`src/source/fetch_defines.svh`:
```
// Fetch front end macros: widths, cache geometry, bus codes, no-op word

`ifndef FETCH_DEFINES_SVH
`define FETCH_DEFINES_SVH

////////////////////////////////////////////////////////////////////////////
// Datapath widths
////////////////////////////////////////////////////////////////////////////

`define FETCH_ADDR_W    64            // Byte address and PC width
`define INST_W          32            // One instruction word
`define BLOCK_W         64            // Memory block, two instructions
`define TAG_W           4             // Bus response / data tag

////////////////////////////////////////////////////////////////////////////
// Cache geometry
////////////////////////////////////////////////////////////////////////////

`define BLOCK_OFFSET_W  3             // Byte offset inside a block
`define CACHE_IDX_W     5             // Address bits 7:3
`define CACHE_TAG_W     8             // Address bits 15:8
`define CACHE_LINES     32            // Direct mapped, one block per line

////////////////////////////////////////////////////////////////////////////
// Bus codes
////////////////////////////////////////////////////////////////////////////

`define BUS_CMD_NONE    2'h0
`define BUS_CMD_LOAD    2'h1
`define BUS_CMD_STORE   2'h2          // Encoding reserved on the bus
`define MEM_NO_TAG      4'h0          // Rejected load / idle data bus

// Shown on fetch_ir while the output register is empty
`define NOOP_INST       32'h47ff041f

`endif
```
`src/source/fetch_pkg.sv`:
```
// Fetch and instruction cache types: instruction, PC, line index/tag, controller states

`include "fetch_defines.svh"

package fetch_pkg;

	// Raw instruction word
	typedef logic [`INST_W-1:0] inst_t;

	// Program counter, byte address
	typedef logic [`FETCH_ADDR_W-1:0] pc_t;

	////////////////////////////////////////////////////////////////////////
	// Cache address split
	//   [15:8] line tag, [7:3] line index, [2:0] byte in block
	////////////////////////////////////////////////////////////////////////

	typedef logic [`CACHE_IDX_W-1:0] cache_idx_t;
	typedef logic [`CACHE_TAG_W-1:0] cache_tag_t;

	// Miss handling states of the cache controller
	typedef enum logic
	{
		IDLE      = 1'b0,             // Free to issue a load on a miss
		WAIT_DATA = 1'b1              // One load outstanding, waiting on its tag
	} ctrl_state_t;

endpackage

```
`src/source/bus_pkg.sv`:
```
// Memory bus types: command enum, tag, address and data block

`include "fetch_defines.svh"

package bus_pkg;

	// Command driven toward memory
	typedef enum logic [1:0]
	{
		BUS_NONE  = `BUS_CMD_NONE,    // Nothing this cycle
		BUS_LOAD  = `BUS_CMD_LOAD,    // Block read
		BUS_STORE = `BUS_CMD_STORE    // Never issued by fetch
	} mem_command_t;

	// Zero means no tag on both the response and the data side
	typedef logic [`TAG_W-1:0] mem_tag_t;

	// Byte address, block aligned when a load is driven
	typedef logic [`FETCH_ADDR_W-1:0] mem_addr_t;

	// One memory block, low word at the lower address
	typedef logic [`BLOCK_W-1:0] mem_block_t;

endpackage

```
`src/source/fetch_top.sv`:
```
// Fetch front end top: cache controller, cache store and fetch stage on the memory bus

`timescale 1ns/100ps

`include "fetch_defines.svh"

module fetch_top (
	input  logic                  clock,
	input  logic                  reset,

	// Memory bus
	input  bus_pkg::mem_tag_t     mem_response,
	input  bus_pkg::mem_block_t   mem_data,
	input  bus_pkg::mem_tag_t     mem_tag,
	output bus_pkg::mem_command_t mem_command,
	output bus_pkg::mem_addr_t    mem_addr,

	// Redirect from execute
	input  logic                  redirect_en,
	input  fetch_pkg::pc_t        redirect_pc,

	// Toward decode
	output fetch_pkg::pc_t        fetch_npc,
	output fetch_pkg::inst_t      fetch_ir,
	output logic                  fetch_valid
);

	import bus_pkg::*;
	import fetch_pkg::*;

	// Controller to store
	cache_idx_t rd_idx;
	cache_tag_t rd_tag;
	mem_block_t rd_data;
	logic       rd_hit;
	logic       wr_en;
	cache_idx_t wr_idx;
	cache_tag_t wr_tag;

	// Fetch stage to controller
	pc_t        fetch_addr;
	mem_block_t hit_block;
	logic       hit_valid;

	////////////////////////////////////////////////////////////////////////////
	// Cache
	////////////////////////////////////////////////////////////////////////////

	icache_ctrl icache_ctrl_i (
		.clock        (clock),
		.reset        (reset),
		.fetch_addr   (fetch_addr),
		.mem_response (mem_response),
		.mem_tag      (mem_tag),
		.mem_command  (mem_command),
		.mem_addr     (mem_addr),
		.rd_idx       (rd_idx),
		.rd_tag       (rd_tag),
		.rd_data      (rd_data),
		.rd_hit       (rd_hit),
		.wr_en        (wr_en),
		.wr_idx       (wr_idx),
		.wr_tag       (wr_tag),
		.hit_block    (hit_block),
		.hit_valid    (hit_valid)
	);

	icache_mem icache_mem_i (
		.clock   (clock),
		.reset   (reset),
		.rd_idx  (rd_idx),
		.rd_tag  (rd_tag),
		.rd_data (rd_data),
		.rd_hit  (rd_hit),
		.wr_en   (wr_en),
		.wr_idx  (wr_idx),
		.wr_tag  (wr_tag),
		.wr_data (mem_data)           // Fill block straight from the bus
	);

	////////////////////////////////////////////////////////////////////////////
	// Fetch
	////////////////////////////////////////////////////////////////////////////

	fetch_stage fetch_stage_i (
		.clock       (clock),
		.reset       (reset),
		.redirect_en (redirect_en),
		.redirect_pc (redirect_pc),
		.hit_block   (hit_block),
		.hit_valid   (hit_valid),
		.fetch_addr  (fetch_addr),
		.fetch_npc   (fetch_npc),
		.fetch_ir    (fetch_ir),
		.fetch_valid (fetch_valid)
	);

endmodule

```
`src/source/fetch_stage.sv`:
```
// Fetch stage: PC register, redirect, word select, fetch/decode output register

`timescale 1ns/100ps

`include "fetch_defines.svh"

module fetch_stage (
	input  logic                clock,
	input  logic                reset,

	// Branch target from execute
	input  logic                redirect_en,
	input  fetch_pkg::pc_t      redirect_pc,

	// Cache answer for fetch_addr
	input  bus_pkg::mem_block_t hit_block,
	input  logic                hit_valid,

	output fetch_pkg::pc_t      fetch_addr,
	output fetch_pkg::pc_t      fetch_npc,
	output fetch_pkg::inst_t    fetch_ir,
	output logic                fetch_valid
);

	import bus_pkg::*;
	import fetch_pkg::*;

	pc_t   pc;
	pc_t   pc_plus4;
	inst_t fetch_word;

	assign fetch_addr = pc;
	assign pc_plus4   = pc + pc_t'(4);

	// PC bit 2 picks the word inside the block
	assign fetch_word = pc[`BLOCK_OFFSET_W-1] ? hit_block[`INST_W +: `INST_W]
		: hit_block[0 +: `INST_W];

	////////////////////////////////////////////////////////////////////////////
	// Program counter
	////////////////////////////////////////////////////////////////////////////

	always_ff @(posedge clock)
	begin
		if (reset)
			pc <= '0;
		else if (redirect_en)
			pc <= redirect_pc;          // Redirect wins over a hit
		else if (hit_valid)
			pc <= pc_plus4;
		// Miss holds the PC
	end

	////////////////////////////////////////////////////////////////////////////
	// Fetch/decode register
	////////////////////////////////////////////////////////////////////////////

	always_ff @(posedge clock)
	begin
		if (reset)
		begin
			fetch_npc   <= '0;
			fetch_ir    <= `NOOP_INST;
			fetch_valid <= 1'b0;
		end
		else if (hit_valid && !redirect_en)
		begin
			fetch_npc   <= pc_plus4;
			fetch_ir    <= fetch_word;
			fetch_valid <= 1'b1;
		end
		else
		begin
			fetch_ir    <= `NOOP_INST;  // Bubble, npc keeps last value
			fetch_valid <= 1'b0;
		end
	end

endmodule

```
`src/source/icache_mem.sv`:
```
// Instruction cache store: valid bits, tag array, block array

`timescale 1ns/100ps

`include "fetch_defines.svh"

module icache_mem (
	input  logic                  clock,
	input  logic                  reset,

	// Lookup, answered in the same cycle
	input  fetch_pkg::cache_idx_t rd_idx,
	input  fetch_pkg::cache_tag_t rd_tag,
	output bus_pkg::mem_block_t   rd_data,
	output logic                  rd_hit,

	// Fill from memory
	input  logic                  wr_en,
	input  fetch_pkg::cache_idx_t wr_idx,
	input  fetch_pkg::cache_tag_t wr_tag,
	input  bus_pkg::mem_block_t   wr_data
);

	import bus_pkg::*;
	import fetch_pkg::*;

	logic [`CACHE_LINES-1:0] line_valid;
	cache_tag_t              tags   [`CACHE_LINES];
	mem_block_t              blocks [`CACHE_LINES];

	////////////////////////////////////////////////////////////////////////////
	// Read
	////////////////////////////////////////////////////////////////////////////

	assign rd_data = blocks[rd_idx];
	assign rd_hit  = line_valid[rd_idx] && (tags[rd_idx] == rd_tag);

	////////////////////////////////////////////////////////////////////////////
	// Fill, visible from the next cycle on
	////////////////////////////////////////////////////////////////////////////

	always_ff @(posedge clock)
	begin
		if (reset)
			line_valid <= '0;           // Cold cache
		else if (wr_en)
			line_valid[wr_idx] <= 1'b1;
	end

	always_ff @(posedge clock)
	begin
		if (wr_en)
		begin
			tags[wr_idx]   <= wr_tag;
			blocks[wr_idx] <= wr_data;  // Replaces whatever was there
		end
	end

endmodule

```
`src/source/icache_ctrl.sv`:
```
// Instruction cache controller with miss detect, load issue and retry, tag tracking and fill

`timescale 1ns/100ps

`include "fetch_defines.svh"

module icache_ctrl (
	input  logic                  clock,
	input  logic                  reset,

	// From the fetch stage
	input  fetch_pkg::pc_t        fetch_addr,

	// Memory bus
	input  bus_pkg::mem_tag_t     mem_response,
	input  bus_pkg::mem_tag_t     mem_tag,
	output bus_pkg::mem_command_t mem_command,
	output bus_pkg::mem_addr_t    mem_addr,

	// Cache store read side
	output fetch_pkg::cache_idx_t rd_idx,
	output fetch_pkg::cache_tag_t rd_tag,
	input  bus_pkg::mem_block_t   rd_data,
	input  logic                  rd_hit,

	// Cache store fill side (data comes from mem_data at the top)
	output logic                  wr_en,
	output fetch_pkg::cache_idx_t wr_idx,
	output fetch_pkg::cache_tag_t wr_tag,

	// Back to the fetch stage
	output bus_pkg::mem_block_t   hit_block,
	output logic                  hit_valid
);

	import bus_pkg::*;
	import fetch_pkg::*;

	ctrl_state_t state;
	ctrl_state_t state_nxt;
	mem_tag_t    pend_tag;            // Tag of the load in flight
	cache_idx_t  pend_idx;            // Line the fill goes to
	cache_tag_t  pend_line_tag;       // Tag written with the fill
	logic        issue_load;
	logic        load_accepted;
	logic        fill_match;

	////////////////////////////////////////////////////////////////////////////
	// Lookup
	////////////////////////////////////////////////////////////////////////////

	assign rd_idx = fetch_addr[`BLOCK_OFFSET_W +: `CACHE_IDX_W];
	assign rd_tag = fetch_addr[`BLOCK_OFFSET_W + `CACHE_IDX_W +: `CACHE_TAG_W];

	assign hit_block = rd_data;       // Store output as is
	assign hit_valid = rd_hit;

	////////////////////////////////////////////////////////////////////////////
	// Load request
	////////////////////////////////////////////////////////////////////////////

	// Miss with nothing outstanding and out of reset repeats every cycle until accepted
	assign issue_load = !reset && (state == IDLE) && !rd_hit;

	assign mem_command = issue_load ? BUS_LOAD : BUS_NONE;
	assign mem_addr    = {fetch_addr[`FETCH_ADDR_W-1:`BLOCK_OFFSET_W],
		{`BLOCK_OFFSET_W{1'b0}}};                 // Block aligned

	assign load_accepted = issue_load && (mem_response != `MEM_NO_TAG);

	// Only the tag of our own load counts
	assign fill_match = (state == WAIT_DATA) && (mem_tag != `MEM_NO_TAG) &&
		(mem_tag == pend_tag);

	// Fill goes to the recorded line even if the PC moved on
	assign wr_en  = fill_match;
	assign wr_idx = pend_idx;
	assign wr_tag = pend_line_tag;

	////////////////////////////////////////////////////////////////////////////
	// State
	////////////////////////////////////////////////////////////////////////////

	always_comb
	begin
		state_nxt = state;
		case (state)
			IDLE:      if (load_accepted) state_nxt = WAIT_DATA;
			WAIT_DATA: if (fill_match) state_nxt = IDLE;
			default:   state_nxt = IDLE;
		endcase
	end

	always_ff @(posedge clock)
	begin
		if (reset)
		begin
			state    <= IDLE;
			pend_tag <= `MEM_NO_TAG;
		end
		else
		begin
			state <= state_nxt;
			if (load_accepted)
				pend_tag <= mem_response;   // Remember who answers
		end
	end

	// Miss line captured with the accepted load
	always_ff @(posedge clock)
	begin
		if (load_accepted)
		begin
			pend_idx      <= rd_idx;
			pend_line_tag <= rd_tag;
		end
	end

endmodule

```
`config.mk`:
```
export PLATFORM = sky130hd
export DESIGN_NAME = fetch_top
export DESIGN_NICKNAME = d
export VERILOG_FILES = /design/src/source/fetch_pkg.sv /design/src/source/bus_pkg.sv /design/src/source/fetch_top.sv /design/src/source/fetch_stage.sv /design/src/source/icache_mem.sv /design/src/source/icache_ctrl.sv
export VERILOG_INCLUDE_DIRS = /design/src /design/src/source
export SDC_FILE = /design/constraint.sdc
export NUM_CORES = 2
export LEC_CHECK = 0
export ABC_AREA = 1
export BUFFER_PORTS_ARGS = -buffer_cell sky130_fd_sc_hd__buf_4
export CAP_MARGIN = 15
export CORE_MARGIN = 2
export CORE_UTILIZATION = 56
export CTS_CLUSTER_DIAMETER = 200
export CTS_CLUSTER_SIZE = 10
export DETAILED_ROUTE_END_ITERATION = 10
export PLACE_DENSITY_LB_ADDON = 0.12
export SLEW_MARGIN = 25
export SYNTH_ARGS = -nofsm -noshare
export SYNTH_HDL_FRONTEND = slang
export SYNTH_HIERARCHICAL = 1
export SYNTH_SLANG_ARGS = --single-unit
```
`constraint.sdc`:
```
create_clock -name clock -period 4.9 [get_ports clock]
set_input_delay 0.98 -clock clock [delete_from_list [all_inputs] [get_ports clock]]
set_output_delay 0.98 -clock clock [all_outputs]
set_load 0.02 [all_outputs]
```
==> impl_metrics.tcl <==
set metrics [dict create \
    outcome "completed" \
    leakage_nw 37.4 \
    cts_tree "done" \
    place.gp.congestion 0.892 \
    finalNetCount 8402 \
    remaining_drc_errors 0 \
    pin_count 302 \
    syn2layout_area_growth_pct 11.9 \
    port_buffers 297 \
    finalSetupTns_ps 0 \
    post-place-ws_ps 815 \
    stdcell_count 10736 \
    path_class "register to output port" \
    final-hold-violation-count 0 \
    grt_pass1_wl_um 432000 \
    syn_inst 8194 \
    fin_worst_hold_slack_ps 299 \
    cts.htree.levels 5 \
    antenna_found_initial 8 \
    fin_ws_ps 158 \
    numCtsBuffers 301 \
    grt_pass1_vias 63720 \
    ff2ff_setup_slack_ps 820 \
    yosysWarnings 6 \
    die_area_mm2 0.183 \
    min_from "mem_response[0]" \
    dp_hpwl_um 147000 \
    critPathSlowestCell "buf_16" \
    drtPass1Iterations 6 \
    num_rows 155 \
    drive_above_1_share 0.102 \
    via_per_inst 6.37 \
    crit_arrival_ps 3760 \
    cts_sinks 2515 \
    root_buffer "clkbuf_16" \
    overflow 0 \
    slowest_delay_ps 530 \
    fin_skew_ps 46.6 \
    slew_violations 0 \
    ctsLongestPathBuffers 4 \
    dr_total_vias 68423 \
    grt_use_total 0.318 \
    totalPowerFinal_mw 45.5 \
    setup_violations 0 \
    place_inst 10307 \
    die_x_um 428 \
    crit_start "fetch_stage_i/fetch_addr[4]" \
    required_ps 3920 \
    fin_crit_ps 4740 \
    clk_pin_slew_ps 60 \
    power_density_mw_per_mm2 405 \
    drt_iter0_drc 10039 \
    r2r-start "fetch_stage_i/fetch_addr[4]" \
    finalCritPeriodShare 0.968 \
    crit_path_cell_trace "buf_16 > nand3_1 > nand3_1 > nand3_1 > nand3_1 > nand2_1 > xnor2_1 > nand3_1 > nor2_1 > buf_4 > nor3_4 > buf_4" \
    die_y_um 428 \
    post_drt_wl_per_cell_um 27.7 \
    syn_area_per_cell_um2 12.3 \
    ant_nets 0 \
    worstHoldPathType "input pin to register" \
    critPathCaptureType "output port" \
    rsz0062_at_grt "false" \
    synthesis.area_mm2 0.101 \
    start_util 0.564 \
    slew-limit-headroom 0.184 \
    wl_um 298000 \
    coreArea_mm2 0.178 \
    path_max_fanout 132 \
    max_freq_mhz 211 \
    grt_max_degree 220 \
    critPathLaunchType "register" \
    vdd_ir_drop_max_uv 375 \
    tightest_slew_ps 1220 \
    drv_cap 0 \
    clk_latency_ps 930 \
    path_common_cell "nand3_1" \
]
[registers in the layout (all words and copies together), names as in the netlist]
register	count
icache_mem_i/blocks	2048
icache_mem_i/tags	256
fetch_stage_i/fetch_addr	64
fetch_stage_i/fetch_npc	64
fetch_stage_i/fetch_ir	32
icache_mem_i/line_valid	32
icache_ctrl_i/wr_tag	8
icache_ctrl_i/wr_idx	5
icache_ctrl_i/pend_tag	4
fetch_stage_i/fetch_valid	1
icache_ctrl_i/state	1
[critical path, delay by kind of cell (launching register included)]
family        cells  cell delay [ps]
xor+xnor          1              150
buf+inv           3              900
flops             1              450
simple gates      8             1220
[placed cells by master (no fill, tap or decap), types with 12 or more instances in the layout]
master and count:
o21bai_1 25, o221ai_1 96, o21ai_1 89, dfxtp_1 192
xnor2_1 15, o21ai_0 1149, clkbuf_1 103, clkbuf_16 306
a21oi_1 149, buf_4 398, inv_1 103, a22oi_1 45
nor2_4 39, nand2_1 872, edfxtp_1 2317, nand3_1 390
buf_12 54, a31oi_1 40, nor3_1 12, o22ai_1 483
nor2_1 1407
[layout make-up]
class / count / area, um^2
flip-flops and latches: 2515 / 73600
fillers: 13528 / 65900
multi-input cells: 4874 / 23200
clock buffers: 409 / 8040
repair buffers: 458 / 4190
well taps: 2355 / 2950
inverters: 111 / 470
clock inverters: 8 / 76.3
diodes: 5 / 12.5
repair inverters: 1 / 11.3
[power breakdown]
| group | internal, mW | total, mW | switching, mW |
|---|---|---|---|
| clock network | 11.3 | 19.3 | 8.05 |
| registers | 23.5 | 23.7 | 0.137 |
| logic | 0.708 | 2.55 | 1.84 |
[per-stage QoR]
| stage | cell area (um^2) | utilization |
|---|---|---|
| detailed placement | 104000 | 0.584 |
| global route | 113000 | 0.631 |
| floorplan | 101000 | - |
| global placement | 104000 | 0.584 |
| CTS | 112000 | 0.630 |
| finish | 113000 | 0.631 |
[worst paths after layout]
kind | end | cells after the start
max reg2reg | fetch_stage_i/fetch_ir[27] | 9
min reg2reg | fetch_stage_i/fetch_npc[1] | 2
max | mem_command[0] | 12
min | icache_ctrl_i/pend_tag[0] | 3
[what timing repair did]
action / in CTS / in global routing
resized for setup: 5 / 2
gates cloned: 1 / 1
endpoints found under the setup margin: 1 / 1
hold buffers: 0 / 0
buffers inserted: 1 / 4
[per-layer routing]
layer  track usage  up-vias  routed length [um]
li1              -    29857                   -
met2         0.501     3980              140000
met4         0.124        4               11800
met5             0        -                  26
met3        0.0474      658               29600
met1         0.450    33924              117000
No activity file was read; power rests on OpenSTA's default activity.
